### config.mk
export PLATFORM = sky130hd
export DESIGN_NAME = txq_frame_gen
export DESIGN_NICKNAME = d
export VERILOG_FILES = /design/src/rtl/txq_pkg.sv /design/src/rtl/txq_frame_gen.sv
export SDC_FILE = /design/constraint.sdc
export NUM_CORES = 1
export LEC_CHECK = 0
export BUFFER_PORTS_ARGS = -buffer_cell sky130_fd_sc_hd__buf_2
export CORE_AREA = 10 10 152 154
export CTS_CLUSTER_SIZE = 28
export DETAILED_ROUTE_END_ITERATION = 7
export DIE_AREA = 0 0 162 164
export PLACE_DENSITY = 0.53
export SETUP_SLACK_MARGIN = 0.5
export SLEW_MARGIN = 10
export SYNTH_ARGS = -nofsm -noshare
export SYNTH_HDL_FRONTEND = slang
export SYNTH_SLANG_ARGS = --single-unit
### constraint.sdc
create_clock -name i_clk -period 4.1 [get_ports i_clk]
set_input_delay 0.615 -clock i_clk [delete_from_list [all_inputs] [get_ports i_clk]]
set_output_delay 0.615 -clock i_clk [all_outputs]
set_load 0.01 [all_outputs]
### src/rtl/txq_pkg.sv
// Shared constants and types for the eight-antenna transmit data queue.
// Each module that needs these imports the package in its header.
// Group 0 carries the even antennas and group 1 the odd antennas.

package txq_pkg;

    // --------------------
    // Sizes
    // --------------------
    localparam int ANT_NUM    = 8;
    localparam int GRP_NUM    = 2;
    localparam int LANE_NUM   = 4;
    localparam int SAMPLE_W   = 32;
    localparam int AGC_W      = 8;

    // Framing of the output stream
    localparam int RE_PER_RB  = 12;
    localparam int RB_PER_PKT = 4;
    localparam int PRB_COUNT  = 132;
    localparam int PRB_W      = 9;

    // --------------------
    // Data types
    // --------------------
    // One input beat, sample n belongs to antenna n
    typedef logic [ANT_NUM-1:0][SAMPLE_W-1:0] txq_ant_beat_t;

    // Per-antenna gains of one beat
    typedef logic [ANT_NUM-1:0][AGC_W-1:0] txq_agc_t;

    // Four gains of one antenna group
    typedef logic [LANE_NUM-1:0][AGC_W-1:0] txq_gain_t;

    // Four samples of one group, lane k is antenna 2k + group
    typedef logic [LANE_NUM-1:0][SAMPLE_W-1:0] txq_group_word_t;

    // Block metadata, 52 bits, gain word on top
    typedef struct packed {
        txq_gain_t  gain;
        logic [3:0] rbg_idx;
        logic [3:0] pkg_type;
        logic       cell_idx;
        logic [6:0] slot_idx;
        logic [3:0] symb_idx;
    } txq_meta_t;

    // Lane tag on the output
    typedef struct packed {
        logic [3:0] grp;
        logic [3:0] ant;
    } txq_pkg_info_t;

endpackage

### src/rtl/txq_frame_gen.sv
// Output framing of the queue.
// Counts valid beats into resource blocks of twelve, marks start and end,
// keeps the running resource-block index and tags each lane with its
// group and antenna number. All outputs are registered once.

`timescale 1ns/1ps

module txq_frame_gen
    import txq_pkg::*;
(
    input  logic                           i_clk,
    input  logic                           i_reset,
    input  logic                           i_data_vld,
    input  logic                           i_group,
    input  logic [3:0]                     i_lane_idx,
    input  txq_group_word_t                i_rd_word,
    input  txq_meta_t                      i_rd_meta,
    output txq_group_word_t                o_tx_data,
    output logic                           o_tx_vld,
    output logic                           o_tx_sop,
    output logic                           o_tx_eop,
    output logic [PRB_W-1:0]               o_prb_idx,
    output txq_pkg_info_t [LANE_NUM-1:0]   o_pkg_info,
    output txq_meta_t                      o_meta
);

    localparam int RE_W = $clog2(RE_PER_RB);
    localparam int RB_W = $clog2(RB_PER_PKT);

    logic [RE_W-1:0]  re_cnt;
    logic [RB_W-1:0]  rb_cnt;
    logic [PRB_W-1:0] prb_cnt;
    logic [3:0]       ant_base;
    logic             re_sop;
    logic             re_eop;

    assign re_eop   = i_data_vld && (re_cnt == RE_W'(RE_PER_RB - 1));
    assign re_sop   = i_data_vld && (re_cnt == '0) && (rb_cnt == '0);
    // Second set of eight antennas for lane index 1
    assign ant_base = i_lane_idx << 3;

    // --------------------
    // RE, RB and PRB counters
    // --------------------
    always_ff @(posedge i_clk) begin
        if (i_reset) begin
            re_cnt  <= '0;
            rb_cnt  <= '0;
            prb_cnt <= '0;
        end else if (i_data_vld) begin
            re_cnt <= re_eop ? '0 : re_cnt + 1'b1;
            if (re_eop) begin
                rb_cnt  <= (rb_cnt == RB_W'(RB_PER_PKT - 1)) ? '0 : rb_cnt + 1'b1;
                prb_cnt <= (prb_cnt == PRB_W'(PRB_COUNT - 1)) ? '0 : prb_cnt + 1'b1;
            end
        end
    end

    // Index shown on a beat is the one before its end marker advances it
    always_ff @(posedge i_clk) begin
        if (i_reset) begin
            o_tx_vld  <= 1'b0;
            o_tx_sop  <= 1'b0;
            o_tx_eop  <= 1'b0;
            o_prb_idx <= '0;
        end else begin
            o_tx_vld  <= i_data_vld;
            o_tx_sop  <= re_sop;
            o_tx_eop  <= re_eop;
            o_prb_idx <= prb_cnt;
        end
    end

    always_ff @(posedge i_clk) begin
        o_tx_data <= i_rd_word;
        o_meta    <= i_rd_meta;
        for (int k = 0; k < LANE_NUM; k++) begin
            o_pkg_info[k].grp <= {3'b000, i_group};
            o_pkg_info[k].ant <= ant_base + 4'(2 * k) + {3'b000, i_group};
        end
    end

endmodule

# ---- Yosys cells after proc, flatten, opt, wreduce, memory -nomap -nowiden
# Cells that the tools add are included.
dict set report totals {
  ff_bits 224
  input_bits 188
  out_inout_bits 224
  elab_cells 47
}
dict set report classes {
  n_addsub 10
  n_eq_ne 3
  mux 3
  n_reduce_logical 6
}
# operator n
set ops {}
lappend ops {{4-bit by 1-bit adder with 4-bit output} 4}
lappend ops {{9-bit by 1-bit adder with 9-bit output, second input constant} 1}
lappend ops {{9-bit by 8-bit == test with 1-bit output, second input constant} 1}
lappend ops {{9-bit two-way mux} 1}
lappend ops {{4-bit by 3-bit adder with 4-bit output, second input constant} 2}
lappend ops {{4-bit by 1-bit adder with 4-bit output, second input constant} 1}
lappend ops {{4-bit by 2-bit adder with 4-bit output, second input constant} 1}
lappend ops {{4-bit == test, second input constant} 1}
lappend ops {{4-bit zero test} 1}
lappend ops {{4-bit two-way mux} 1}
lappend ops {{1-bit logical AND} 3}
lappend ops {{2-bit by 1-bit adder with 2-bit output, second input constant} 1}
lappend ops {{2-bit == test, second input constant} 1}
lappend ops {{2-bit zero test} 1}
lappend ops {{2-bit two-way mux} 1}
lappend ops {{2-bit AND reduction} 1}

# ---- Depth between registers and ports, before layout
dict set report logic_depth {
  depth_word 3
  mapped_depth 6
  mapped_depth_nobuf 4
}

# ---- Worst setup path before layout
# Ideal clock, no wire load.
dict set report synth_path {
  path_kind {input -> register}
  startpoint {input i_data_vld}
  endpoint {register prb_cnt[5]}
  setup_ps 66
  arrival_time_ps 1575
  required_time_ps 4034
  path_slack_ps 2459
  path_stages 5
  n_path_buf 2
  path_cell_list {buf_6 nand4b_4 buf_6 or4_4 a21oi_2}
}
dict set report synth_between {
  elab_chain_len 2
}
# item line
set synth_lines {}
lappend synth_lines {{from (decl)} txq_frame_gen.sv:13} ;# input logic i_data_vld,
lappend synth_lines {{1-bit logical AND} txq_frame_gen.sv:37} ;# assign re_eop = i_data_vld && (re_cnt == RE_W'(RE_PER_RB - 1));
lappend synth_lines {{2-bit AND reduction (no source line) *} n/a}
lappend synth_lines {{to (signal assigned)} txq_frame_gen.sv:54} ;# prb_cnt <= (prb_cnt == PRB_W'(PRB_COUNT - 1)) ? '0 : prb_cnt + 1'b1;
lappend synth_lines {{to (decl)} txq_frame_gen.sv:32} ;# logic [PRB_W-1:0] prb_cnt;
# Mark *: on every way between the ends. The rest lies on a longest branch, timed or not.
# A chain may end at the register's enable or synchronous reset.

# ---- Final worst setup path
dict set report layout_path {
  startpoint {register re_cnt[0]}
  endpoint {register prb_cnt[7]}
}
dict set report layout_between {
  elab_chain_len 3
}
# item line
set layout_lines {}
lappend layout_lines {{from (decl)} txq_frame_gen.sv:30} ;# logic [RE_W-1:0] re_cnt;
lappend layout_lines {{from (signal assigned)} txq_frame_gen.sv:51} ;# re_cnt <= re_eop ? '0 : re_cnt + 1'b1;
lappend layout_lines {{4-bit == test} txq_frame_gen.sv:37}
lappend layout_lines {{1-bit logical AND} txq_frame_gen.sv:37}
lappend layout_lines {{2-bit AND reduction (no source line)} n/a}
# No other way between the ends.

==> impl_results.md <==
- Status: completed
- Die area: 26600 µm²
- Top_reg_cell synth: dfxtp_1
- CTS tree: done
- Leakage: 3.93 nW
- Distinct cell type count after synthesis: 30
- Clk sinks: 209
- Floorplan row count: 52
- RSZ-0062 raised after global routing: false
- Via count: 3634
- Insertion delay of the later-clocked pin in the worst-skew pair: 0.49 ns
- Initial drt markers: 137
- PwrDens: 577 nW/µm²
- Top Family by Delay on Critical Path: simple AND/OR/NAND/NOR gates
- HP Class: in -> reg
- Top-level I/O count: 412
- Setup tns final: 0 ns
- Antenna-violating nets left: 0
- Met2 track demand over resource: 24.7%
- Max Clock Skew: 0.00461 ns
- Worst Setup End Kind: register
- Max Cap Viol: 0
- Share of cells above drive strength 1: 58.1%
- ANT cells: 0
- Bufs on Longest Clock Path: 3
- Max incr delay on CP: 0.59 ns
- Mux share of post-synthesis cell area: 0.201%
- Crit start category: register
- Crit path buf inv count: 0
- Cts repair resizes: 0
- Worst Path Max Fanout: 22
- Post-synthesis compound-gate area fraction: 2.91%
- Fmax: 568 MHz
- Slew Limit Fails: 0
- Crit Path Category: reg -> reg
- Gpl congestion: 0.834
- GR Overflow Total: 0
- Number of enable flip-flop cells after synthesis: 0
- Flops & latches, synth: 209
- Post-synthesis sequential area ratio: 83.9%
- GR Util met3: 5.18%
- Post-Syn Area: 4990 µm²
- # hold bufs at CTS: 0
- Most common cell after layout, fill and taps aside: buf_2
- Worst path cell trace: ha_1 -> nand4b_4 -> or4_1 -> a21oi_1
- # port buffers: 388
- Root buffer cell: clkbuf_16
- Synth Area in XOR/XNOR: 0.351%
- FILL cells: 2008
- First-pass DRT Iterations: 4
- Post-Synth Simple-Gate Area: 5.42%
- Synth Area in Adders: 1.25%
- Post-Syn Instances: 327
- Most frequent cells in the layout: buf_2, dfxtp_1, clkbuf_16, conb_1, a21oi_1
- Required time of the worst setup path: 4.52 ns
- Via count of the first global-routing pass: 3619
- Initial antenna violation count: 0
- Pin count of the biggest net entering global routing: 23
- Fin crit share: 43.0%
- Final-stage net count: 915
- Detailed placer's ending HPWL: 16.4 mm
- Die extent in x: 162 µm
- Post-CTS setup buffer count: 0
- Peak supply drop: 0.000225 V
- CORE AREA: 20000 µm²
- Fin. Hold Viols: 0
- Hold WS: 0.223 ns
- Clock transition at path regs: 0.06 ns
- DRC violations left: 0
- H-tree depth: 1
- WL/cell: 19.2 µm
- GRT met1 Usage: 12.9%
- DIE HEIGHT: 164 µm
- Largest family of logic cells by synthesized area: buffers and inverters
- Core Util, Final: 39.2%
- Avg Cell Area, Syn: 15.3 µm²
- CTS Buf Count: 22
- First-pass GRT wire length: 25.8 mm
- Final setup viols: 0
- Final min period: 1.76 ns
- Async SR Flop Fraction: 0%
- Most used routing layer: met2
- CP max stage cell: or4_1
- Warnings, synthesis: 0
- Area delta synth->final: 57.7%
- Final WL: 19.4 mm
- Total GRT Usage: 13.1%
- Starting Density: 24.9%
- Vias per cell: 3.61
- Critical path arrival: 2.18 ns
-- routing by layer --
layer  vias to the layer above  wire length [µm]
li1                       1801                 -
met2                       171             10600
met4                         0               365
met1                      1634              6600
met5                         -                 0
met3                        28              1810
-- cells by family after synthesis --
| family | Yosys count |
|---|---|
| XOR/XNOR | 2 |
| other | 2 |
| flip-flops | 209 |
| adder cells (fa/ha/maj) | 5 |
| buffers and inverters | 43 |
| AND/OR/NAND/NOR | 43 |
| AO/OA/AOI/OAI | 22 |
| multiplexers | 1 |
-- synth_stat cells, drive strengths merged (2+ instances only) --
library cell / instances / area [µm²]
inv: 8 / 30.0
ha: 5 / 62.6
nor3: 2 / 10.0
nand3: 4 / 20.0
dfxtp: 209 / 4180
xor2: 2 / 17.5
nor2: 4 / 15.0
buf: 33 / 253
nor2b: 8 / 50.1
or3: 4 / 25.0
nand2: 8 / 30.0
nand4: 3 / 18.8
conb: 2 / 7.51
o211ai: 2 / 15.0
o21ai: 3 / 15.0
clkbuf: 2 / 7.51
or4: 5 / 41.3
o31ai: 5 / 51.3
a21oi: 12 / 63.8
-- cell type report --
cell class                      instances  area [µm²]  area share [%]
Timing Repair Buffer                  388        1940            24.7
Clock inverter                          6         105            1.34
Sequential cell                       209        4180            53.2
Inverter                                8        30.0           0.382
Multi-Input combinational cell         93         581            7.38
Tap cell                              270         338            4.30
Clock buffer                           33         683            8.69
-- registers in the layout (all words and copies together) (netlist names) --
register    count
o_tx_sop        1
o_tx_vld        1
rb_cnt          2
re_cnt          4
o_tx_eop        1
o_pkg_info      2
o_meta         52
o_tx_data     128
o_prb_idx       9
prb_cnt         9
-- metrics by stage --
step / area [µm²] / cells / worst slack [ns] / total power, mW
floorplan: 5050 / 345 / 2.46 / 2.30
CTS: 7860 / 1007 / 2.32 / 4.61
global placement: 7070 / 968 / 2.18 / 2.48
global route: 7860 / 1007 / 2.21 / 4.71
finish: 7860 / 1007 / 2.34 / 4.54
detailed placement: 7070 / 968 / 2.18 / 2.49
-- final timing paths --
| kind | from | to | slack, ns | cells past startpoint |
|---|---|---|---|---|
| setup / recovery | re_cnt[0] | prb_cnt[7] | 2.34 | 4 |
| hold / removal | i_rd_meta[6] | o_meta[6] | 0.22 | 1 |
| setup reg to reg | re_cnt[0] | prb_cnt[7] | 2.34 | 4 |
| hold reg to reg | rb_cnt[1] | rb_cnt[1] | 0.48 | 2 |
-- power by group --
part | total, mW | switching [mW] | leakage [nW] | internal [mW]
Sequential | 2.15 | 0.0229 | 1.75 | 2.13
Clock | 2.11 | 0.771 | 0.391 | 1.33
Combinational | 0.282 | 0.151 | 1.78 | 0.130
Total | 4.54 | 0.945 | 3.93 | 3.59
Note: power is estimated with default switching activity, not from simulation.
