## src/rtl/txq_pkg.sv

```systemverilog
// Shared constants and types for the eight-antenna transmit data queue.
// Each module that needs these imports the package in its header.
// Group 0 carries the even antennas and group 1 the odd antennas.

package txq_pkg;

    // --------------------
    // Sizes
    // --------------------
    localparam int ANT_NUM    = 8;
    localparam int GRP_NUM    = 2;
    localparam int LANE_NUM   = 4;
    localparam int SAMPLE_W   = 32;
    localparam int AGC_W      = 8;

    // Framing of the output stream
    localparam int RE_PER_RB  = 12;
    localparam int RB_PER_PKT = 4;
    localparam int PRB_COUNT  = 132;
    localparam int PRB_W      = 9;

    // --------------------
    // Data types
    // --------------------
    // One input beat, sample n belongs to antenna n
    typedef logic [ANT_NUM-1:0][SAMPLE_W-1:0] txq_ant_beat_t;

    // Per-antenna gains of one beat
    typedef logic [ANT_NUM-1:0][AGC_W-1:0] txq_agc_t;

    // Four gains of one antenna group
    typedef logic [LANE_NUM-1:0][AGC_W-1:0] txq_gain_t;

    // Four samples of one group, lane k is antenna 2k + group
    typedef logic [LANE_NUM-1:0][SAMPLE_W-1:0] txq_group_word_t;

    // Block metadata, 52 bits, gain word on top
    typedef struct packed {
        txq_gain_t  gain;
        logic [3:0] rbg_idx;
        logic [3:0] pkg_type;
        logic       cell_idx;
        logic [6:0] slot_idx;
        logic [3:0] symb_idx;
    } txq_meta_t;

    // Lane tag on the output
    typedef struct packed {
        logic [3:0] grp;
        logic [3:0] ant;
    } txq_pkg_info_t;

endpackage

```

## src/rtl/txq_write_ctrl.sv

```systemverilog
// Write side of the queue. Splits each accepted beat into the even and odd
// antenna words, addresses them into the current slot of the two group RAMs
// and pulses o_commit once a whole block has been written.
// Also keeps the metadata of each slot and hands it to the read side.

`timescale 1ns/1ps

module txq_write_ctrl
    import txq_pkg::*;
#(
    parameter int BLOCK_LEN = 48,
    parameter int ADDR_W    = 7
) (
    input  logic               i_clk,
    input  logic               i_reset,
    input  logic               i_valid,
    input  txq_ant_beat_t      i_ant_data,
    input  txq_agc_t           i_agc,
    input  txq_meta_t          i_meta_in,
    input  logic               i_rd_slot,
    input  logic               i_rd_group,
    output logic               o_wr_en,
    output logic [ADDR_W-1:0]  o_wr_addr,
    output txq_group_word_t    o_wr_word0,
    output txq_group_word_t    o_wr_word1,
    output logic               o_commit,
    output txq_meta_t          o_rd_meta
);

    logic [ADDR_W-1:0] beat_cnt;
    logic [ADDR_W-1:0] slot_base;
    logic              wr_slot;
    logic              wr_last;
    txq_gain_t         gain_even;
    txq_gain_t         gain_odd;

    // Record per slot with the group 1 gains kept beside it
    txq_meta_t         slot_meta  [2];
    txq_gain_t         slot_gain1 [2];

    assign slot_base = wr_slot ? ADDR_W'(BLOCK_LEN) : '0;

    always_comb begin
        for (int k = 0; k < LANE_NUM; k++) begin
            gain_even[k] = i_agc[2*k];
            gain_odd[k]  = i_agc[2*k+1];
        end
    end

    // --------------------
    // Beat counter and commit
    // --------------------
    always_ff @(posedge i_clk) begin
        if (i_reset) begin
            beat_cnt <= '0;
            wr_slot  <= 1'b0;
            o_wr_en  <= 1'b0;
            wr_last  <= 1'b0;
            o_commit <= 1'b0;
        end else begin
            o_wr_en  <= i_valid;
            wr_last  <= i_valid && (beat_cnt == ADDR_W'(BLOCK_LEN - 1));
            o_commit <= o_wr_en && wr_last;
            if (i_valid) begin
                if (beat_cnt == ADDR_W'(BLOCK_LEN - 1)) begin
                    beat_cnt <= '0;
                    wr_slot  <= ~wr_slot;
                end else begin
                    beat_cnt <= beat_cnt + 1'b1;
                end
            end
        end
    end

    // Even antennas to group 0, odd to group 1
    always_ff @(posedge i_clk) begin
        o_wr_addr <= slot_base + beat_cnt;
        for (int k = 0; k < LANE_NUM; k++) begin
            o_wr_word0[k] <= i_ant_data[2*k];
            o_wr_word1[k] <= i_ant_data[2*k+1];
        end
    end

    // Metadata taken on the first beat of a block
    always_ff @(posedge i_clk) begin
        if (i_valid && (beat_cnt == '0)) begin
            slot_meta[wr_slot]      <= i_meta_in;
            slot_meta[wr_slot].gain <= gain_even;
            slot_gain1[wr_slot]     <= gain_odd;
        end
    end

    always_comb begin
        o_rd_meta = slot_meta[i_rd_slot];
        if (i_rd_group) begin
            o_rd_meta.gain = slot_gain1[i_rd_slot];
        end
    end

endmodule

```

## config.mk

```make
export PLATFORM = sky130hd
export DESIGN_NAME = txq_write_ctrl
export DESIGN_NICKNAME = d
export VERILOG_FILES = /design/src/rtl/txq_pkg.sv /design/src/rtl/txq_write_ctrl.sv
export SDC_FILE = /design/constraint.sdc
export NUM_CORES = 1
export LEC_CHECK = 0
export ABC_AREA = 1
export BUFFER_PORTS_ARGS = -buffer_cell sky130_fd_sc_hd__buf_2
export CORE_AREA = 2 2 270 272
export DETAILED_ROUTE_END_ITERATION = 16
export DIE_AREA = 0 0 272 274
export HOLD_SLACK_MARGIN = 0.03
export SETUP_SLACK_MARGIN = 0.15
export SYNTH_ARGS = -nofsm -noshare
export SYNTH_HDL_FRONTEND = slang
export SYNTH_SLANG_ARGS = --single-unit
```

## constraint.sdc

```tcl
create_clock -name i_clk -period 10.1 [get_ports i_clk]
set_input_delay 1.01 -clock i_clk [delete_from_list [all_inputs] [get_ports i_clk]]
set_output_delay 1.01 -clock i_clk [all_outputs]
set_load 0.05 [all_outputs]
```

# Word level (Yosys, flattened, before mapping)
# Memories as Yosys holds them, arrays and structs flattened.
# Index checks and enable logic that the tools add are counted.
# Widths: inputs -> output; s select.
classes:
  add_sub_neg: 2
  n_mul: 0
  n_div: 0
  order_cmp: 0
  eq_ne: 1
  n_shift: 0
  mux: 6
  bitwise_logic: 2
  n_reduce_logical: 5
op_table:
  columns: ["operator", "n"]
  rows:
  - ["$mux 32", 2]
  - ["$add 6x7->7", 1]
  - ["$add 7x1->7 const B", 1]
  - ["$eq 7x6->1 const B", 1]
  - ["$logic_not 7->1", 1]
  - ["$mux 7", 1]
  - ["$mux 6", 1]
  - ["$logic_and 1x1->1", 3]
  - ["$mux 1", 2]
  - ["$reduce_and 2->1", 1]
  - ["$not 1->1", 1]
  - ["$or 1x1->1", 1]
word_totals:
  regBits: 274
  latchBits: 0
  mem_bits_rw: 168
  romBits: 0
  input_bits: 377
  output_inout_bits: 317
  wordCells: 32
  memories: 2
memory_table:
  columns: ["name", "words", "width", "read_ports", "rd_ports_with_merged_regs", "wr", "line", "rtl"]
  rows:
  - ["slot_meta", 2, 52, 1, 0, 1, "txq_write_ctrl.sv:38", "txq_meta_t slot_meta [2];"]
  - ["slot_gain1", 2, 32, 1, 0, 1, "txq_write_ctrl.sv:39", "txq_gain_t slot_gain1 [2];"]

# Longest topological paths before layout
# Gate-level depths: netlist (run 1).
logic_depth:
  word_depth: 5
  depth_mapped: 7
  ltp_nobuf: 7

# Worst setup path after synthesis (run 1)
# OpenSTA, ideal clock, no wires.
synth_timing:
  path_type: "input to register"
  start: "input i_valid"
  end: "memory slot_gain1[0][0] (netlist name) (enable)"
  setup_ps: 527
  arrival_ps: 5178
  required_time_ps: 9573
  path_slack_ps: 4394
  path_stages: 6
  n_path_buf: 2
  path_cell_list: "buf_4 nand2_1 nor2_4 nand2_2 buf_4 nor2_1"
synth_between:
  elab_chain_cells: 3
synth_lines:
  columns: ["element", "line", "rtl"]
  rows:
  - ["from (decl)", "txq_write_ctrl.sv:16", "input logic i_valid,"]
  - ["$logic_and 1x1->1", "txq_write_ctrl.sv:86", "if (i_valid && (beat_cnt == '0)) begin"]
  - ["$mux 1", "txq_write_ctrl.sv:86", null]
  - ["$mux 1 (implied by the code)", "txq_write_ctrl.sv:89", "slot_gain1[wr_slot] <= gain_odd;"]
  - ["to (decl)", "txq_write_ctrl.sv:39", null]
# No other way between the ends.

==> results of run 1 <==
-- synth_stat cells, types with 2 or more instances --
cell	instances	share of area
ha_1	3	0.0030
nor2_1	80	0.024
dfxtp_1	274	0.44
edfxtp_1	168	0.41
nand4_1	2	0.0010
o22ai_1	32	0.016
buf_4	2	0.0012
xnor2_1	2	0.0014
a21oi_1	2	0.00080
nand2_1	143	0.043
buf_2	17	0.0068
inv_1	17	0.0051
nand3_1	38	0.015
clkbuf_1	15	0.0045
o21ai_0	66	0.027
-- state kept, by name (all words and copies together) (netlist names) --
name,flops
slot_gain1,64
wr_last,1
o_commit,1
o_wr_addr,7
o_wr_word1,128
beat_cnt,7
wr_slot,1
o_wr_word0,128
slot_meta,104
o_wr_en,1
-- power by group --
part	switching (mW)	internal, mW
Combinational	0.429	0.125
Clock	0.750	1.06
Sequential	0.0236	1.95
-- cells by family after synthesis --
kind of cell / after synthesis / share of synthesized area
AOI/OAI and AO/OA: 100 / 0.04343
xor gates and xnor gates: 2 / 0.001408
DFF: 442 / 0.8460
buffers and inverters: 51 / 0.01769
adders and majority gates: 4 / 0.004624
and+or+nand+nor: 267 / 0.08685
-- worst max-delay path by stage --
stage | start | endpoint | slack (ps) | depth (start not counted)
6_report | i_rd_slot | o_rd_meta[48] | 5910 | 6
5_1_grt | i_rd_slot | o_rd_meta[47] | 5670 | 6
4_1_cts | i_rd_group | o_rd_meta[48] | 5790 | 6
3_5_place_dp | i_rd_group | o_rd_meta[48] | 5800 | 6
3_3_place_gp | i_rd_group | o_rd_meta[48] | 5800 | 6
2_1_floorplan | i_valid | slot_gain1[0][0]$_DFFE_PP_ | 4390 | 6
-- placed cells by master (no fill, tap or decap), types with 3 or more instances in the layout --
cell,netlist,routed
buf_2,17,692
buf_4,2,10
clkbuf_1,15,11
clkbuf_16,0,55
clkbuf_8,0,6
clkinv_2,0,9
clkinv_4,0,4
dfxtp_1,274,274
diode_2,0,8
edfxtp_1,168,168
ha_1,3,3
inv_1,17,16
inv_6,0,5
nand2_1,143,143
nand3_1,38,38
nor2_1,80,78
nor2_4,1,3
o21ai_0,66,66
o22ai_1,32,32
-- layer usage --
metal  up-vias  part of all wire
li1       4405                 -
met5         -            0.0058
met4        50             0.047
met1      4367              0.34
met2       464              0.51
met3       149              0.10
-- layout make-up --
class | count | area (um2)
antenna | 8 | 20.02
clock buffer | 72 | 1500
clock inverter | 20 | 156.4
fill | 7573 | 53250
inverter | 17 | 65.06
multi-input combinational | 373 | 1712
sequential | 442 | 10530
tap | 959 | 1200
timing repair buffer | 702 | 3538
-- worst max-delay path: cells and delay by family --
kind / cells / cell delay (ps)
compound gates: 2 / 350
buf+inv: 4 / 1720
-- stage by stage --
stage | worst slack, ps | util | std cells
after global placement | 5799 | 0.2368 | 2493
after CTS | 5794 | 0.2599 | 2585
after detailed placement | 5801 | 0.2368 | 2493
after global routing | 5673 | 0.2599 | 2586
final | 5914 | 0.2601 | 2593
after floorplan | 4394 | - | 866
==> flow_metrics.tcl, run 1 <==
set metrics [dict create \
    status "completed" \
    max_freq_ghz 0.2389 \
    avgSynthCellArea_um2 14.37 \
    holdWs_ps 410.9 \
    initial_core_util 0.1730 \
    clkTransAtPathRegs_ps 60 \
    synth_ff_type "dfxtp_1" \
    hold_viol 0 \
    fin_skew_ps 16.55 \
    cts_setup_buffers 0 \
    core_mm2 0.07197 \
    rr_worst_depth 7 \
    synthCells 866 \
    wire_per_inst_um 21.42 \
    cp_slowest_cell "clkinv_2" \
    grt_start_max_net_pins 46 \
    die_area_mm2 0.07453 \
    min_from "beat_cnt[1]$_SDFFE_PP0P_" \
    use_met3 0.06445 \
    worst_pin_slew_ps 955.6 \
    grt_busiest_layer "met2" \
    ir_worst_vdd_mv 0.1365 \
    report.final.slew_viol_count 0 \
    dpl_cell_area_mm2 0.01705 \
    r2r_start "beat_cnt[0]$_SDFFE_PP0P_" \
    finalCritPeriodShare 0.4144 \
    root_buffer "clkbuf_16" \
    antenna_left 0 \
    grt_use_total 0.1416 \
    core.rowCount 99 \
    syn_to_final_growth_pct 50.41 \
    reg2reg_slack_ps 6940 \
    drt-initial-drc-count 553 \
    place_congestion 0.8543 \
    cp-end-kind "primary output" \
    drive_gt1_frac 0.4840 \
    fin_nets 1967 \
    power.density_mw_per_mm2 231.7 \
    portBuffers 693 \
    vias 9435 \
    cts.repair.resized 0 \
    crit_path_max_fanout 45 \
    yosysWarnings 0 \
    rsz0062_at_grt "false" \
    drc_errors 0 \
    antenna_found_initial 45 \
    yosysSeqAreaShare 0.8460 \
    path_class "input port to primary output" \
    worstSetupStartpointType "input port" \
    die_x_um 272 \
    cp.arrival_ps 3180 \
    slew_headroom 0.3607 \
    synth_nets 1247 \
    drt-total-wl_um 55540 \
    pin_count 694 \
    grtUsageMet1 0.1411 \
    timing.rr.end "slot_meta[0][15]$_DFFE_PP_" \
    use_met2 0.2544 \
    grt_pass1_wl_um 72240 \
    design_area_mm2 0.01872 \
    die_h_um 274 \
    hold_buffers 0 \
    numCtsBuffers 50 \
    setup_violations 0 \
    yosysUniqueCellTypes 20 \
    ys_async_sr_fraction 0 \
    p_total_mw 4.339 \
    viasPerCell 3.639 \
    hp-class "flop to flop" \
    drtPass1Iterations 5 \
    max_cap_viol_count 0 \
    grt_pass1_vias 9332 \
    min_path_cells 0 \
    cts_tree "built" \
    slowest_delay_ps 610 \
    hpwl_um 44290 \
    netlist_area_mm2 0.01245 \
    clk_path_buf_depth 3 \
    clkLatencyLatePin_ps 580 \
    cts.sinks 442 \
    critPathRequiredTime_ps 9090 \
    fin_setup_tns_ps 0 \
    holdPathEnd "o_wr_addr[1]$_DFF_P_" \
    crit_path_frequent_cell "buf_4" \
    path_cells "buf_4 > clkinv_2 > buf_4 > o21ai_0 > o22ai_1 > buf_2" \
    synth_seq_cells 442 \
    ctsHtreeMaxLevel 2 \
    grt.overflow.total 0 \
    p_leak_nw 8.351 \
    synth_edf_count 168 \
    fin_crit_ps 4186 \
]
Note: power is estimated with default switching activity, not from simulation.
==> run 2, diff against run 1 <==
- ABC_AREA: 1 -> 0
- clock period: 10.1 -> 3.97 ns (I/O delays scaled with it)
==> flow_metrics.tcl, run 2 <==
set metrics [dict create \
    grt_pass1_vias 10069 \
    place_congestion 0.9011 \
    hpwl_um 44190 \
    worst_pin_slew_ps 882.1 \
    synth_top_area_frac 0.4420 \
    ctsHtreeMaxLevel 2 \
    drc_errors 0 \
    startpoint "i_rd_group" \
    synth_most_common_cell "dfxtp_1" \
    reg2reg_slack_ps 1700 \
    clk_path_buf_depth 3 \
    report.final.slew_viol_count 0 \
    path_depth 4 \
    cts_tree "built" \
    synth_top_area_cell "dfxtp_1" \
    path_buf_inv 3 \
    top_regs "o_wr_word0: 128 flops, o_wr_word1: 128 flops, slot_meta: 104 flops" \
    ir_worst_vdd_mv 0.3261 \
    drt-total-wl_um 56470 \
    fin_skew_ps 23.80 \
    netlist_area_mm2 0.01241 \
    crit_path_max_fanout 22 \
    die_x_um 272 \
    nFillCells 7143 \
    fin_setup_tns_ps 0 \
    yosysSeqAreaShare 0.8485 \
    portBuffers 693 \
    final_cell_mix "buf_2 (692), dlygate4sd3_1 (307), dfxtp_1 (274)" \
    synth_edf_count 168 \
    r2r_start "beat_cnt[3]$_SDFFE_PP0P_" \
    drtPass1Iterations 4 \
    max_freq_ghz 0.4153 \
    synthCells 598 \
    endpoint "o_rd_meta[46]" \
    path_class "input port to primary output" \
    slowest_delay_ps 650 \
    die_area_mm2 0.07453 \
    p_leak_nw 9.361 \
    rr_worst_depth 4 \
    syn_to_final_growth_pct 75.73 \
    cp.arrival_ps 2010 \
    slew_headroom 0.4120 \
    grt_start_max_net_pins 55 \
    fin_crit_ps 2408 \
    crit_family "buffers and inverters" \
    crit_path_frequent_cell "buf_2" \
    core_mm2 0.07197 \
    clkTransAtPathRegs_ps 60 \
    wire_per_inst_um 21.28 \
    netlist_top_cells_count "dfxtp_1 (274), edfxtp_1 (168), mux4_2 (32), mux2_4 (30), mux2_2 (22)" \
    final_common_cell "buf_2" \
    viasPerCell 3.588 \
    hold_viol 0 \
    holdWs_ps 101.0 \
    synth_seq_cells 442 \
    synth_area_leaders "dfxtp_1 (44%), edfxtp_1 (41%), mux4_2 (5.8%), mux2_4 (3.6%), mux2_2 (2.0%)" \
    hp-class "input port to flop" \
    finalCritPeriodShare 0.6066 \
    synth_nets 979 \
    yosysWarnings 0 \
    grt_use_total 0.1439 \
    power.density_mw_per_mm2 516.9 \
    cp_slowest_cell "buf_2" \
    synth_ff_type "dfxtp_1" \
    die_h_um 274 \
    critPathRequiredTime_ps 3570 \
    worstSetupStartpointType "input port" \
    antenna_left 0 \
    pin_count 694 \
    drt-initial-drc-count 515 \
    antenna_found_initial 24 \
    cts.sinks 442 \
    cts_setup_buffers 0 \
    grt.overflow.total 0 \
    setup_violations 0 \
    fin_nets 2021 \
    p_total_mw 11.27 \
    avgSynthCellArea_um2 20.75 \
    grt_pass1_wl_um 75290 \
    root_buffer "clkbuf_16" \
    core.rowCount 99 \
    rsz0062_at_grt "false" \
    numCtsBuffers 49 \
    yosysUniqueCellTypes 33 \
    drive_gt1_frac 0.5146 \
    ys_async_sr_fraction 0 \
    path_cells "buf_2 > buf_4 > mux4_2 > buf_2" \
    clkLatencyLatePin_ps 590 \
    status "completed" \
    max_cap_viol_count 0 \
    initial_core_util 0.1724 \
    timing.rr.end "slot_meta[0][51]$_DFFE_PP_" \
    vias 9518 \
    cp-end-kind "primary output" \
]
## run 2: cell count changes after synthesis, moves of 10 or more
cell and delta:
buf_2 -12, mux2_4 +30, mux2_2 +22, clkbuf_1 -14, inv_1 -10, mux4_2 +32
nand2_1 -140, nand3_1 -33, o22ai_1 -32, nor2_1 -73, o21ai_0 -62
## run 2: report_power, final
part	internal (mW)	switching, mW
Sequential	4.94	0.0677
Clock	2.67	1.95
Combinational	0.576	1.06
Total	8.19	3.08
## run 2: final cells by class
| cell class | instances | area, um2 | share of cell area |
|---|---|---|---|
| Multi-Input combinational cell | 133 | 1765 | 0.08095 |
| Antenna cell | 13 | 32.53 | 0.001492 |
| Clock buffer | 61 | 1333 | 0.06110 |
| Clock inverter | 31 | 314.1 | 0.01440 |
| Sequential cell | 442 | 10530 | 0.4828 |
| Inverter | 7 | 26.28 | 0.001205 |
| Timing Repair Buffer | 1007 | 6609 | 0.3030 |
| Tap cell | 959 | 1200 | 0.05502 |
## run 2: kinds of logic (layout without fill, tap and decap cells)
kind of cell    count (synthesis)  count (layout)  synth area share
simple gates                   29              29           0.01412
compound gates                 14              14          0.006553
fa+ha+maj                       4               4          0.004638
mux                            84              84            0.1143
flops                         442             442            0.8485
xor+xnor                        2               2          0.001412
buf+inv                        23            1106           0.01048
other cells                     0              13                 0
## run 2: worst min path at each step
stage	startpoint	to	slack [ps]	depth (start not counted)
after floorplan	beat_cnt[2]$_SDFFE_PP0P_	o_wr_addr[2]$_DFF_P_	330	0
after global placement	beat_cnt[1]$_SDFFE_PP0P_	o_wr_addr[1]$_DFF_P_	400	0
after detailed placement	beat_cnt[0]$_SDFFE_PP0P_	o_wr_addr[0]$_DFF_P_	420	0
after CTS	i_meta_in[27]	slot_meta[0][27]$_DFFE_PP_	70	2
after global routing	i_meta_in[30]	slot_meta[1][30]$_DFFE_PP_	70	2
final	i_agc[8]	slot_gain1[0][0]$_DFFE_PP_	100	1
## run 2: repair_timing
action / CTS / global route
hold buffers: 307 / 0
hold endpoints to repair: 358 / 0
gates resized for setup: 0 / 0
## run 2: per-layer routing
| layer | vias to the layer above | wire length, um | track usage |
|---|---|---|---|
| met2 | 454 | 28990 | 0.2607 |
| li1 | 4296 | - | - |
| met3 | 104 | 3799 | 0.04212 |
| met1 | 4642 | 20920 | 0.1571 |
| met4 | 22 | 2633 | 0.05842 |
| met5 | - | 124 | 0 |
## run 2: stage by stage
step	worst slack, ps	std cells	instance area (um2)	util
after floorplan	-964.1	598	12410	-
after global placement	1525	2241	17060	0.2370
after detailed placement	1493	2241	17060	0.2370
after CTS	1492	2640	21780	0.3026
after global routing	1449	2647	21790	0.3028
final	1562	2653	21810	0.3030
