===== src/rtl/txq_read_sched.sv =====
// Read scheduler of the queue.
// Tracks how many of the two slots hold unread data and derives o_ready.
// A committed block is replayed as BLOCK_LEN addresses of group 0 followed
// by BLOCK_LEN addresses of group 1, then its slot is released.
// Valid, slot and group are delayed to line up with the RAM read data.

`timescale 1ns/1ps

module txq_read_sched #(
    parameter int BLOCK_LEN = 48,
    parameter int ADDR_W    = 7
) (
    input  logic               i_clk,
    input  logic               i_reset,
    input  logic               i_commit,
    input  logic               i_valid,
    output logic [ADDR_W-1:0]  o_rd_addr,
    output logic               o_rd_slot,
    output logic               o_rd_group,
    output logic               o_data_vld,
    output logic               o_ready
);

    logic [ADDR_W-1:0] in_cnt;
    logic [ADDR_W-1:0] rd_cnt;
    logic [ADDR_W-1:0] rd_base;
    logic [1:0]        occ;
    logic [1:0]        pend;
    logic              rd_active;
    logic              rd_group;
    logic              rd_slot;
    logic              blk_start;
    logic              rd_start;
    logic              rd_last;
    logic              rd_done;

    // A slot is taken on the first beat of the block written into it
    assign blk_start = i_valid && (in_cnt == '0);
    assign rd_start  = !rd_active && (pend != 2'd0);
    assign rd_last   = rd_active && (rd_cnt == ADDR_W'(BLOCK_LEN - 1));
    assign rd_done   = rd_last && rd_group;
    assign rd_base   = rd_slot ? ADDR_W'(BLOCK_LEN) : '0;
    assign o_rd_addr = rd_base + rd_cnt;

    // Only block a new block, never the rest of one in progress
    assign o_ready = !((occ == 2'd2) && (in_cnt == '0));

    // --------------------
    // Occupancy
    // --------------------
    always_ff @(posedge i_clk) begin
        if (i_reset) begin
            in_cnt <= '0;
            occ    <= '0;
            pend   <= '0;
        end else begin
            if (i_valid) begin
                in_cnt <= (in_cnt == ADDR_W'(BLOCK_LEN - 1)) ? '0 : in_cnt + 1'b1;
            end
            occ  <= occ + 2'(blk_start) - 2'(rd_done);
            pend <= pend + 2'(i_commit) - 2'(rd_start);
        end
    end

    // --------------------
    // Address walk
    // --------------------
    always_ff @(posedge i_clk) begin
        if (i_reset) begin
            rd_active <= 1'b0;
            rd_group  <= 1'b0;
            rd_slot   <= 1'b0;
            rd_cnt    <= '0;
        end else if (rd_start) begin
            rd_active <= 1'b1;
            rd_group  <= 1'b0;
            rd_cnt    <= '0;
        end else if (rd_last) begin
            rd_cnt <= '0;
            if (rd_group) begin
                rd_active <= 1'b0;
                rd_slot   <= ~rd_slot;
            end else begin
                rd_group <= 1'b1;
            end
        end else if (rd_active) begin
            rd_cnt <= rd_cnt + 1'b1;
        end
    end

    // Match the RAM read latency
    always_ff @(posedge i_clk) begin
        if (i_reset) begin
            o_data_vld <= 1'b0;
        end else begin
            o_data_vld <= rd_active;
        end
        o_rd_group <= rd_group;
        o_rd_slot  <= rd_slot;
    end

    a_occ_max: assert property (@(posedge i_clk) disable iff (i_reset)
        occ <= 2'd2);

    // A commit always closes a block that already holds a slot
    a_commit_occ: assert property (@(posedge i_clk) disable iff (i_reset)
        i_commit |-> (occ != 2'd0));

    // Source must hold off while the queue is full
    a_no_beat_when_full: assert property (@(posedge i_clk) disable iff (i_reset)
        !o_ready |-> !i_valid);

endmodule


===== config.mk =====
export PLATFORM = sky130hd
export DESIGN_NAME = txq_read_sched
export DESIGN_NICKNAME = d
export VERILOG_FILES = /design/src/rtl/txq_read_sched.sv
export SDC_FILE = /design/constraint.sdc
export NUM_CORES = 1
export LEC_CHECK = 0
export BUFFER_PORTS_ARGS = -buffer_cell sky130_fd_sc_hd__buf_2
export CAP_MARGIN = 20
export CORE_MARGIN = 5
export CORE_UTILIZATION = 30
export CTS_BUF_LIST = sky130_fd_sc_hd__clkbuf_8
export DETAILED_ROUTE_END_ITERATION = 12
export SLEW_MARGIN = 10
export SYNTH_ARGS = -nofsm -noshare
export SYNTH_HDL_FRONTEND = slang
export SYNTH_SLANG_ARGS = --single-unit

===== constraint.sdc =====
create_clock -name i_clk -period 1.8 [get_ports i_clk]
set_clock_uncertainty 0.05 [all_clocks]
set_input_delay 0.18 -clock i_clk [delete_from_list [all_inputs] [get_ports i_clk]]
set_output_delay 0.18 -clock i_clk [all_outputs]
set_load 0.1 [all_outputs]

# == After elaboration in Yosys (flattened, before gate mapping) ==
# Index checks and enable logic that the tools add are counted.
# totals
inputBits,4
reg_bits,24
out_inout_bits,11
# classes
muxes,5
bitwise,2
n_reduce_logical,15
add_sub_neg,7
n_eq_ne,3
# op_table
operator,count
"7-bit by 1-bit adder with 7-bit output, second input constant",2
"7-bit by 6-bit equality test with 1-bit output, second input constant",2
6-bit by 7-bit adder with 7-bit output,1
7-bit logical NOT,1
7-bit two-way mux,1
6-bit two-way mux,1
2-bit nonzero test,3
1-bit logical AND,5
2-bit by 1-bit adder with 2-bit output,2
2-bit by 1-bit subtractor with 2-bit output,2
1-bit two-way mux,3
3-bit AND reduction,1
3-bit OR reduction,1
"2-bit equality test, second input constant",1
1-bit logical NOT,2
1-bit inverter,2
2-bit AND reduction,1
2-bit OR reduction,1

# == Logic depth before layout (Yosys ltp) ==
# Gate-level depths: netlist (run 1).
# logic_depth
depth_word,4
mapped_depth,10
mapped_depth_nobuf,10

# == Worst setup path before layout (run 1) ==
# No wires, ideal clock.
# synth_timing
path_type,flip-flop to output port
start,register rd_cnt[4]
end,output port o_rd_addr[6]
arrival_time_ns,2.515
setup_slack_ns,-0.945
n_path_buf,0
stages_incl_launch_ff,5
t_required_ns,1.570
cell_sequence,dfxtp_1 -> ha_1 -> inv_1 -> fa_1 -> xnor2_1
# synth_between
elab_chain_len,1
# synth_lines
element,line_no,source
"start, declared",25,logic [ADDR_W-1:0] rd_cnt;
"start signal, assigned",87,rd_cnt <= rd_cnt + 1'b1;
6-bit by 7-bit adder with 7-bit output,43,assign o_rd_addr = rd_base + rd_cnt;
"end, declared",17,"output logic [ADDR_W-1:0] o_rd_addr,"
# No other way between the ends.

# == Worst setup path in the final report (run 1) ==
# layout_timing
start,register rd_cnt[4]
end,output port o_rd_addr[5]
# Same word-level chain as after synthesis.

==> results of run 1 <==
[worst min-delay path by stage]
stage,startpoint,end,slack [ps]
3_3_place_gp,rd_group$_SDFFE_PP0P_,o_rd_group$_DFF_P_,330
4_1_cts,i_reset,occ[1]$_SDFF_PP0_,200
6_report,i_commit,pend[0]$_SDFF_PP0_,200
3_5_place_dp,rd_group$_SDFFE_PP0P_,o_rd_group$_DFF_P_,330
5_1_grt,i_commit,pend[0]$_SDFF_PP0_,210
2_1_floorplan,rd_group$_SDFFE_PP0P_,o_rd_group$_DFF_P_,300
[metal layers]
metal | up-vias | GRT usage (%) | part of all wire [%]
met5 | - | 0 | 0
met2 | 21 | 18.0 | 53
met3 | 6 | 3.31 | 5.2
met4 | 0 | 3.28 | 1.4
met1 | 442 | 9.91 | 40
li1 | 482 | - | -
[state kept, by name, summed over array words and instances, names as in the netlist, 2 cells and up]
signal and count:
in_cnt 7, occ 2, pend 2, rd_cnt 7
[per-stage QoR]
| stage | worst slack, ps | hold WS (ps) | utilization, % | TNS (ps) | area, µm² |
|---|---|---|---|---|---|
| floorplan | -75.5 | 301 | - | -121 | 1220 |
| global placement | 10.1 | 326 | 37.3 | 0 | 1460 |
| detailed placement | -41.4 | 330 | 37.3 | -41.4 | 1460 |
| CTS | -145 | 202 | 40.1 | -358 | 1570 |
| global route | -274 | 213 | 40.7 | -761 | 1590 |
| finish | -181 | 196 | 40.7 | -419 | 1590 |
[logic make-up after synthesis]
| logic type | synth area share, % |
|---|---|
| AOI/OAI and AO/OA | 9.24 |
| xor gates and xnor gates | 7.35 |
| adders and majority gates | 10.1 |
| buffers and inverters | 8.30 |
| DFF | 40.3 |
| muxes | 3.89 |
| and+or+nand+nor | 20.8 |
[Yosys cell counts (2+ instances only)]
library cell and count:
sky130_fd_sc_hd__buf_4 4, sky130_fd_sc_hd__a21oi_1 4, sky130_fd_sc_hd__dfxtp_1 24, sky130_fd_sc_hd__nand2_1 7, sky130_fd_sc_hd__nor2b_1 3, sky130_fd_sc_hd__xor2_1 6
sky130_fd_sc_hd__nand4_1 4, sky130_fd_sc_hd__inv_1 13, sky130_fd_sc_hd__o21ai_0 3, sky130_fd_sc_hd__mux2i_1 2, sky130_fd_sc_hd__nor3_1 3, sky130_fd_sc_hd__ha_1 8
sky130_fd_sc_hd__nor2_1 19, sky130_fd_sc_hd__or3_1 2, sky130_fd_sc_hd__xnor2_1 4
[critical path: stages (launching register included)]
cell and delay, ps:
sky130_fd_sc_hd__dfxtp_2 340, sky130_fd_sc_hd__buf_4 100, sky130_fd_sc_hd__buf_6 90, sky130_fd_sc_hd__ha_4 110
sky130_fd_sc_hd__inv_2 30, sky130_fd_sc_hd__fa_2 540, sky130_fd_sc_hd__clkinvlp_4 100, sky130_fd_sc_hd__buf_12 170
[area by class of cell]
type	instances	area, µm²
Clock buffer	3	41.3
Fill cell	392	2320
Clock inverter	1	30.0
Inverter	13	52.6
Sequential cell	24	487
Tap cell	50	62.6
Multi-Input combinational cell	83	656
Timing Repair Buffer	33	265
[report_power, final]
group | internal [mW] | total [mW] | switching, mW
registers | 0.588 | 0.623 | 0.0357
clock network | 0.297 | 0.472 | 0.175
logic | 0.175 | 0.468 | 0.293
[cells in the final DEF, fill, tap and decap left out, drive strengths merged, types with 3 or more instances in the layout]
cell type / count
a21oi: 4
buf: 33
clkbuf: 3
dfxtp: 24
ha: 8
inv: 12
nand2: 7
nand4: 5
nor2: 19
nor2b: 3
nor3: 4
o21ai: 3
xnor2: 4
xor2: 6
[repair_timing]
action                     in CTS  in global routing
buffers inserted                2                  3
setup endpoints to repair       3                  4
pin swaps                       3                  2
gates resized for setup         7                  3
==> key figures, run 1 <==
Synth
  – Async set or reset register ratio after synthesis: 0%
  – Flops & latches, synth: 24
  – Number of cells produced by synthesis: 127
  – Synthesized net count: 140
  – Yosys warns: 0
  – Dominant cell type by area after synthesis: sky130_fd_sc_hd__dfxtp_1
  – Avg Synthesized Cell Area: 9.38 µm²
  – Post-synth EDFFs: 0
  – Ys flop type: sky130_fd_sc_hd__dfxtp_1
  – Post-synthesis sequential area ratio: 40.3%
  – Number of distinct library cells after synthesis: 36
  – Synth Cell Area: 1190 µm²
  – Top area cells in the synthesized netlist: sky130_fd_sc_hd__dfxtp_1 40%, sky130_fd_sc_hd__ha_1 8.4%, sky130_fd_sc_hd__nor2_1 6.0%
  – Top-area cell type share of the netlist area: 40.3%

Power and ir drop
  – Worst voltage drop across the vdd grid: 538 µV
  – Post-layout total power: 1.56 mW
  – Pwr per Cell Area: 981 nW/µm²
  – Cell leakage power: 0.706 nW

Die
  – Overall die width: 73.0 µm
  – Die Y: 73.0 µm
  – Initial cell density of the core: 30.4%
  – Top-Level Pins: 15
  – Area of the die: 5330 µm²
  – # rows: 23
  – Core Footprint: 3910 µm²

Clock tree
  – Number of clock sinks: 24
  – Hold buffers post-CTS: 0
  – CTS H-tree lvls: 1
  – Longest Clk Path Bufs: 2
  – Clock-pin transition on the worst setup and hold timing paths: 90 ps
  – Worst skew pair latency: 270 ps
  – CTS root buffer: sky130_fd_sc_hd__clkbuf_8
  – TritonCTS clock tree: built
  – Number of buffers created by CTS: 3

GRT
  – Global route overflow: 0
  – Global-route wire length before repair: 4130 µm
  – Number of antenna violations at the first check in global routing: 0
  – Vias in the first global route: 1009
  – Total global-route track usage: 9.66%
  – Maximum number of pins on one net before global-route repair: 16

Timing
  – Min Tclk post-route: 1980 ps
  – Setup repair after global routing missed its margin: yes
  – Final setup slack of the worst path: -181 ps
  – Final Hold Fails: 0
  – Transition at the pin with the smallest max-transition slack: 489 ps
  – Peak Freq: 0.505 GHz
  – Count of final max-slew check failures: 0
  – Final worst path period share: 110%
  – Setup-violating endpoint count in the final report: 3
  – Slew Limit Headroom: 67.6%

Place
  – Port buffer count: 14
  – Final weighted congestion in routability-driven placement: 0.823
  – Dpl hpwl: 1790 µm
  – Count of placed standard cells including taps: 199

Setup path
  – Crit. End Element: output port
  – Timing endpoint of the critical path: o_rd_addr[5]
  – Endpoint of the worst register-to-register path: occ[1]$_SDFF_PP0_
  – Source of the critical timing path: rd_cnt[4]$_SDFFE_PP0P_
  – Highest net fanout along the worst path: 2
  – CP Data Arrival Time: 1750 ps
  – Required time at the worst-slack endpoint: 1570 ps
  – Crit path kind: reg2out
  – Nature of the critical path startpoint: flop
  – Startpoint of the most critical register-to-register path: rd_cnt[4]$_SDFFE_PP0P_
  – Setup slack of the most critical reg-to-reg path: -130 ps
  – Logic depth of the worst register-to-register path: 9

Outcome
  – Failing checks: negative setup slack
  – Status: finished with violations

Detailed routing
  – First drt pass iteration count: 4
  – Average wire length per cell after detail routing: 11.2 µm
  – Wire length reported by the detailed router: 2320 µm
  – Post-route ant nets: 0
  – Residual DRC: 0
  – Ratio of routed vias to standard cells: 4.59
  – Starting DRC count in detailed routing: 38
  – Vias after detailed routing: 951

Cells and area
  – Finished Layout Cells: 207
  – Share of layout cells above drive strength 1: 35.7%
  – Number of nets at the end of the flow: 171
  – Area added between synthesis and finish: 33.8%
  – ANT cells: 0

Min path
  – Count of cells along the worst hold path: 3
  – Worst min-delay path category: in2reg

Run
  – Total of max-cap violations: 0
Note: power is estimated with default switching activity, not from simulation.
==> inputs of run 2 (changes only) <==
--- a/config.mk
+++ b/config.mk
@@ -11,6 +11,7 @@
 export CORE_UTILIZATION = 30
 export CTS_BUF_LIST = sky130_fd_sc_hd__clkbuf_8
 export DETAILED_ROUTE_END_ITERATION = 12
+export PLACE_DENSITY_LB_ADDON = 0.15
 export SLEW_MARGIN = 10
 export SYNTH_ARGS = -nofsm -noshare
 export SYNTH_HDL_FRONTEND = slang
==> run 2 against run 1 <==
Effect of this change: the flow still finishes with violations (negative setup slack); highest routed layer unchanged; cell count decreased by 1.9%; fmax grew 4.9%; via count is 3.0% lower; combinational power up 1%.
==> key figures, run 2 (same netlist as run 1, synthesis figures left out) <==
Setup path
  – CP Data Arrival Time: 1660 ps (was 1750 ps)
  – CP delay by family, top: adder cells (unchanged)
  – Slowest stage cell, crit path: sky130_fd_sc_hd__fa_2 (unchanged)
  – Cell Chain, Critical Path: buf_6 -> ha_4 -> inv_2 -> fa_2 -> clkinvlp_4 -> buf_12 (was buf_4 -> buf_6 -> ha_4 -> inv_2 -> fa_2 -> clkinvlp_4 -> buf_12)
  – Required time at the worst-slack endpoint: 1570 ps (about the same)
  – Source of the critical timing path: rd_cnt[4]$_SDFFE_PP0P_ (unchanged)
  – Crit. End Element: output port (unchanged)
  – Slowest Stage Delay on Critical Path: 540 ps (about the same)
  – Startpoint of the most critical register-to-register path: rd_cnt[6]$_SDFFE_PP0P_ (was rd_cnt[4]$_SDFFE_PP0P_)
  – Crit path kind: reg2out (unchanged)
  – Nature of the critical path startpoint: flop (unchanged)
  – CP Buf/Inv Count: 4 (was 5)
  – Highest net fanout along the worst path: 2 (unchanged)

Cells and area
  – Largest registers: in_cnt: 7 flops, rd_cnt: 7 flops (unchanged)
  – Most frequent cells in the layout: 19 x sky130_fd_sc_hd__dfxtp_1, 17 x sky130_fd_sc_hd__nor2_1, 15 x sky130_fd_sc_hd__buf_4 (was 19 x sky130_fd_sc_hd__nor2_1, 19 x sky130_fd_sc_hd__dfxtp_1, 17 x sky130_fd_sc_hd__buf_4)
  – ANT cells: 0 (unchanged)
  – Most frequent standard cell in the layout excluding fill and tap cells: sky130_fd_sc_hd__dfxtp_1
  – Share of layout cells above drive strength 1: 34.6% (was 35.7%)
  – Finished Layout Cells: 203 (was 207)
  – Number of nets at the end of the flow: 168 (was 171)
  – Area added between synthesis and finish: 28.9% (was 33.8%)
  – Post-route cell area: 1540 µm² (was 1590 µm²)

Timing
  – Final worst path period share: 105% (was 110%)
  – Slew Limit Headroom: 67.6% (about the same)
  – Setup tns final: -163 ps (was -419 ps)
  – Peak Freq: 0.530 GHz (was 0.505 GHz)
  – Final setup slack of the worst path: -87.6 ps (was -181 ps)
  – Count of final max-slew check failures: 0 (unchanged)
  – Setup repair after global routing missed its margin: yes (unchanged)
  – Min Tclk post-route: 1890 ps (was 1980 ps)
  – Setup-violating endpoint count in the final report: 3 (unchanged)
  – Transition at the pin with the smallest max-transition slack: 490 ps (was 489 ps)
  – Final Hold Fails: 0 (unchanged)

Place
  – Pre-CTS worst setup slack: -47.4 ps (was -41.4 ps)
  – Final weighted congestion in routability-driven placement: 0.670 (was 0.823)
  – Dpl hpwl: 1760 µm (was 1790 µm)
  – Port buffer count: 14 (unchanged)
  – Count of placed standard cells including taps: 199 (unchanged)
  – Placed cell area: 1460 µm² (unchanged)

Outcome
  – Status: finished with violations (unchanged)
  – Failing checks: negative setup slack (unchanged)

Clock tree
  – Longest Clk Path Bufs: 2 (unchanged)
  – Worst skew pair latency: 260 ps (was 270 ps)
  – Clock-pin transition on the worst setup and hold timing paths: 80 ps (was 90 ps)
  – Number of clock sinks: 24 (unchanged)
  – TritonCTS clock tree: built (unchanged)
  – CTS root buffer: sky130_fd_sc_hd__clkbuf_8 (unchanged)
  – Hold buffers post-CTS: 0 (unchanged)
  – CTS H-tree lvls: 1 (unchanged)
  – Number of buffers created by CTS: 3 (unchanged)

Power and ir drop
  – Cell leakage power: 0.672 nW (was 0.706 nW)
  – Post-layout total power: 1.42 mW (was 1.56 mW)
  – Share of power burned in the clock network: 22.3% (was 30.2%)
  – Switching share of power: 35.8% (was 32.2%)
  – Relative contribution of combinational cells to total power: 33.4% (was 29.9%)
  – Switching power total: 0.507 mW (was 0.504 mW)
  – Worst voltage drop across the vdd grid: 717 µV (was 538 µV)
  – Pwr per Cell Area: 923 nW/µm² (was 981 nW/µm²)
  – Sequential cell fraction of total power: 44.3% (was 39.9%)
  – P_int: 0.909 mW (was 1.06 mW)

Die
  – Core Footprint: 3910 µm² (unchanged)
  – Initial cell density of the core: 30.4% (unchanged)
  – Area of the die: 5330 µm² (unchanged)
  – # rows: 23 (unchanged)
  – Overall die width: 73.0 µm (unchanged)
  – Die Y: 73.0 µm (unchanged)
  – Top-Level Pins: 15 (unchanged)

Detailed routing
  – Starting DRC count in detailed routing: 23 (was 38)
  – Wire length reported by the detailed router: 2360 µm (was 2320 µm)
  – Post-route ant nets: 0 (unchanged)
  – First drt pass iteration count: 4 (unchanged)
  – Residual DRC: 0 (unchanged)
  – Ratio of routed vias to standard cells: 4.54 (was 4.59)
  – Vias after detailed routing: 922 (was 951)
  – Average wire length per cell after detail routing: 11.6 µm (was 11.2 µm)

GRT
  – Total global-route track usage: 9.85% (was 9.66%)
  – Number of antenna violations at the first check in global routing: 0 (unchanged)
  – Vias in the first global route: 943 (was 1009)
  – Maximum number of pins on one net before global-route repair: 16 (unchanged)
  – Global route overflow: 0 (unchanged)
  – Global-route wire length before repair: 4070 µm (was 4130 µm)

Run
  – Total of max-cap violations: 0 (unchanged)

Min path
  – Start point of the worst hold path: i_commit (unchanged)
  – Worst min-delay path category: in2reg (unchanged)
run 2: cell types whose count changed in the layout (fill, tap and decap cells not counted), sizes merged:
cell	change
bufinv	-1
buf	-3
run 2: power groups by stage:
stage               Clock, mW  Sequential, mW  Combinational, mW
floorplan                   0           0.666              0.357
global placement            0           0.634              0.457
detailed placement          0           0.637              0.470
CTS                     0.328           0.624              0.477
global route            0.348           0.634              0.538
finish                  0.316           0.627              0.473
run 2: worst paths after layout:
check                            end  slack, ps  depth (start not counted)
setup / recovery        o_rd_addr[5]        -90                          6
hold / removal    pend[0]$_SDFF_PP0_        200                          3
setup reg to reg   occ[1]$_SDFF_PP0_        -60                          8
hold reg to reg   o_rd_group$_DFF_P_        330                          0
run 2: what timing repair did:
| action | CTS | global route |
|---|---|---|
| setup endpoints to repair | 3 | 4 |
| gates resized for setup | 7 | 2 |
| pin swaps | 2 | 1 |
| setup buffers | 1 | 0 |
run 2: worst register-to-register path, cell delays in order (launching register included):
cell and delay (ps):
sky130_fd_sc_hd__dfxtp_2 320, sky130_fd_sc_hd__or3b_4 410, sky130_fd_sc_hd__nor3_4 130, sky130_fd_sc_hd__ha_1 250, sky130_fd_sc_hd__inv_1 60, sky130_fd_sc_hd__ha_1 140, sky130_fd_sc_hd__xor2_1 180, sky130_fd_sc_hd__xnor2_1 140
sky130_fd_sc_hd__nor2_1 60
run 2: area by class of cell:
cell class / count / area (µm²)
Timing Repair Buffer: 30 / 239
Fill cell: 434 / 2380
Multi-Input combinational cell: 83 / 653
Sequential cell: 24 / 487
Inverter: 13 / 52.6
Clock buffer: 3 / 41.3
Tap cell: 50 / 62.6
run 2: per-layer routing:
metal  GRT usage [%]  wire length, µm  vias to the layer above
met5               0                0                        -
met4            5.53               55                        0
met3            1.79               86                        4
met2            16.2             1080                       11
met1            12.0             1130                      433
li1                -                -                      474
run 2: stage by stage:
step / hold slack [ps] / util (%)
final: 199 / 39.2
after global routing: 226 / 39.2
after CTS: 201 / 39.1
after detailed placement: 315 / 37.3
after global placement: 314 / 37.3
after floorplan: 301 / -
==> inputs of run 3 (changes only) <==
--- a/config.mk
+++ b/config.mk
@@ -16,3 +16,4 @@
 export SYNTH_ARGS = -nofsm -noshare
 export SYNTH_HDL_FRONTEND = slang
 export SYNTH_SLANG_ARGS = --single-unit
+export TNS_END_PERCENT = 1
==> run 3 against run 2 <==
Effect of this change: clock power fell by 3%; register-to-register slack about the same; flip-flop and latch count unchanged; combinational power decreased by 1%; via count fell by 1.4%; critical path depth up 2; critical path type is now reg2reg; largest power group unchanged; clock-buffer cell count unchanged; the run still ends with negative setup slack left; cell count grew 0.99%; fmax up 1.5%; wire length fell by 6.6%; worst setup slack improved by 28 ps; power is 1.2% lower.
==> key figures, run 3 (same netlist as run 1, synthesis figures left out) <==
Outcome
  – Status: finished with violations (unchanged)
  – Failing checks: negative setup slack (unchanged)

Min path
  – Hold path endpoint: pend[0]$_SDFF_PP0_ (unchanged)
  – Worst min-delay path category: in2reg (unchanged)
  – Count of cells along the worst hold path: 3 (unchanged)
  – Start point of the worst hold path: i_commit (unchanged)

Detailed routing
  – Post-route ant nets: 0 (unchanged)
  – Ratio of routed vias to standard cells: 4.43 (was 4.54)
  – First drt pass iteration count: 4 (unchanged)
  – Residual DRC: 0 (unchanged)
  – Average wire length per cell after detail routing: 10.7 µm (was 11.6 µm)
  – Wire length reported by the detailed router: 2200 µm (was 2360 µm)
  – Vias after detailed routing: 909 (was 922)
  – Starting DRC count in detailed routing: 25 (was 23)

Setup path
  – CP Buf/Inv Count: 1 (was 4)
  – Endpoint of the worst register-to-register path: occ[1]$_SDFF_PP0_ (unchanged)
  – Setup slack of the most critical reg-to-reg path: -60 ps (about the same)
  – Startpoint of the most critical register-to-register path: rd_cnt[6]$_SDFFE_PP0P_ (unchanged)
  – Nature of the critical path startpoint: flop (unchanged)
  – Required time at the worst-slack endpoint: 1900 ps (was 1570 ps)
  – Highest net fanout along the worst path: 2 (unchanged)
  – Crit. End Element: flop (was output port)
  – Cell Chain, Critical Path: or3b_4 -> nor3_4 -> ha_1 -> inv_1 -> ha_2 -> xor2_2 -> xnor2_1 -> nor2_1 (was buf_6 -> ha_4 -> inv_2 -> fa_2 -> clkinvlp_4 -> buf_12)
  – CP delay by family, top: simple AND/OR/NAND/NOR gates (was adder cells)
  – Logic depth of the worst register-to-register path: 8 (unchanged)
  – CP Data Arrival Time: 1960 ps (was 1660 ps)
  – Crit path kind: reg2reg (was reg2out)
  – Slowest Stage Delay on Critical Path: 410 ps (was 540 ps)
  – Slowest stage cell, crit path: sky130_fd_sc_hd__or3b_4 (was sky130_fd_sc_hd__fa_2)

Clock tree
  – Longest Clk Path Bufs: 2 (unchanged)
  – CTS H-tree lvls: 1 (unchanged)
  – TritonCTS clock tree: built (unchanged)
  – Number of clock sinks: 24 (unchanged)
  – CTS root buffer: sky130_fd_sc_hd__clkbuf_8 (unchanged)
  – Number of buffers created by CTS: 3 (unchanged)
  – Worst skew pair latency: 260 ps (about the same)
  – Clock-pin transition on the worst setup and hold timing paths: 80 ps (about the same)
  – Hold buffers post-CTS: 0 (unchanged)

Die
  – # rows: 23 (unchanged)
  – Initial cell density of the core: 30.4% (unchanged)
  – Overall die width: 73.0 µm (unchanged)
  – Die Y: 73.0 µm (unchanged)
  – Area of the die: 5330 µm² (unchanged)
  – Top-Level Pins: 15 (unchanged)
  – Core Footprint: 3910 µm² (unchanged)

Cells and area
  – Most frequent standard cell in the layout excluding fill and tap cells: sky130_fd_sc_hd__dfxtp_1 (unchanged)
  – Finished Layout Cells: 205 (was 203)
  – Most frequent cells in the layout: 22 x sky130_fd_sc_hd__dfxtp_1, 18 x sky130_fd_sc_hd__nor2_1, 17 x sky130_fd_sc_hd__buf_4 (was 19 x sky130_fd_sc_hd__dfxtp_1, 17 x sky130_fd_sc_hd__nor2_1, 15 x sky130_fd_sc_hd__buf_4)
  – Area added between synthesis and finish: 30.1% (was 28.9%)
  – Largest registers: in_cnt: 7 flops, rd_cnt: 7 flops (unchanged)
  – ANT cells: 0 (unchanged)
  – Number of nets at the end of the flow: 170 (was 168)
  – Share of layout cells above drive strength 1: 34.2% (was 34.6%)
  – Final core occ: 39.6% (was 39.2%)

Run
  – Total of max-cap violations: 0 (unchanged)

Place
  – Port buffer count: 14 (unchanged)
  – Pre-CTS worst setup slack: -71.4 ps (was -47.4 ps)
  – Dpl hpwl: 1770 µm (was 1760 µm)
  – Final weighted congestion in routability-driven placement: 0.743 (was 0.670)
  – Count of placed standard cells including taps: 200 (was 199)

Timing
  – Transition at the pin with the smallest max-transition slack: 494 ps (was 490 ps)
  – Setup repair after global routing missed its margin: yes (unchanged)
  – Count of final max-slew check failures: 0 (unchanged)
  – Min Tclk post-route: 1860 ps (was 1890 ps)
  – Final Hold Fails: 0 (unchanged)
  – Slew Limit Headroom: 66.7% (was 67.6%)
  – Setup-violating endpoint count in the final report: 1 (was 3)
  – Peak Freq: 0.538 GHz (was 0.530 GHz)
  – Final setup slack of the worst path: -59.8 ps (was -87.6 ps)
  – Final worst path period share: 103% (was 105%)

GRT
  – Maximum number of pins on one net before global-route repair: 16 (unchanged)
  – Number of antenna violations at the first check in global routing: 0 (unchanged)
  – Total global-route track usage: 8.83% (was 9.85%)
  – Global route overflow: 0 (unchanged)
  – Vias in the first global route: 859 (was 943)
  – Global-route wire length before repair: 3740 µm (was 4070 µm)

Power and ir drop
  – Worst voltage drop across the vdd grid: 534 µV (was 717 µV)
  – Post-layout total power: 1.40 mW (was 1.42 mW)
  – Pwr per Cell Area: 903 nW/µm² (was 923 nW/µm²)
  – Cell leakage power: 0.682 nW (was 0.672 nW)
run 3: repair_timing:
item | 4_1_cts | 5_1_grt
gates resized for setup | 9 | 3
pin swaps | 4 | 5
setup endpoints to repair | 3 | 3
setup buffers | 1 | 1
run 3: worst max path at each step:
stage / from / endpoint / slack [ps] / cells past startpoint
2_1_floorplan: rd_cnt[6]$_SDFFE_PP0P_ / occ[1]$_SDFF_PP0_ / -110 / 8
3_3_place_gp: rd_cnt[0]$_SDFFE_PP0P_ / occ[1]$_SDFF_PP0_ / -7 / 9
3_5_place_dp: rd_cnt[1]$_SDFFE_PP0P_ / occ[1]$_SDFF_PP0_ / -70 / 9
4_1_cts: rd_cnt[4]$_SDFFE_PP0P_ / o_rd_addr[6] / -90 / 6
5_1_grt: rd_cnt[6]$_SDFFE_PP0P_ / occ[1]$_SDFF_PP0_ / -170 / 8
6_report: rd_cnt[6]$_SDFFE_PP0P_ / occ[1]$_SDFF_PP0_ / -60 / 8
run 3: area by class of cell:
type | count | area (µm²)
Multi-Input combinational cell | 83 | 661
Sequential cell | 24 | 483
Clock buffer | 3 | 41.3
Timing Repair Buffer | 32 | 254
Fill cell | 415 | 2360
Tap cell | 50 | 62.6
Inverter | 13 | 48.8
run 3: stage by stage:
| stage | hold slack, ps | cell area (µm²) | TNS (ps) |
|---|---|---|---|
| floorplan | 301 | 1210 | -180 |
| global placement | 322 | 1460 | -7.22 |
| detailed placement | 316 | 1460 | -71.4 |
| CTS | 197 | 1530 | -178 |
| global route | 221 | 1550 | -280 |
| finish | 201 | 1550 | -59.8 |
run 3: report_power, final:
part           switching, mW  total, mW  internal (mW)
Clock                  0.159      0.308          0.149
Combinational          0.295      0.467          0.172
Sequential            0.0390      0.625          0.586
run 3: worst reg2reg max path: stages (launching register included):
cell and delay [ps]:
sky130_fd_sc_hd__dfxtp_1 310, sky130_fd_sc_hd__or3b_4 410, sky130_fd_sc_hd__nor3_4 190, sky130_fd_sc_hd__ha_1 250
sky130_fd_sc_hd__inv_1 60, sky130_fd_sc_hd__ha_2 190, sky130_fd_sc_hd__xor2_2 130, sky130_fd_sc_hd__xnor2_1 120
sky130_fd_sc_hd__nor2_1 50
run 3: metal layers:
metal / part of all wire [%] / track usage [%] / routed length, µm / up-vias
li1: - / - / - / 477
met1: 45 / 10.7 / 990 / 420
met2: 50 / 14.8 / 1090 / 10
met3: 4.3 / 2.34 / 95 / 2
met4: 0.91 / 3.28 / 20 / 0
met5: 0 / 0 / 0 / -
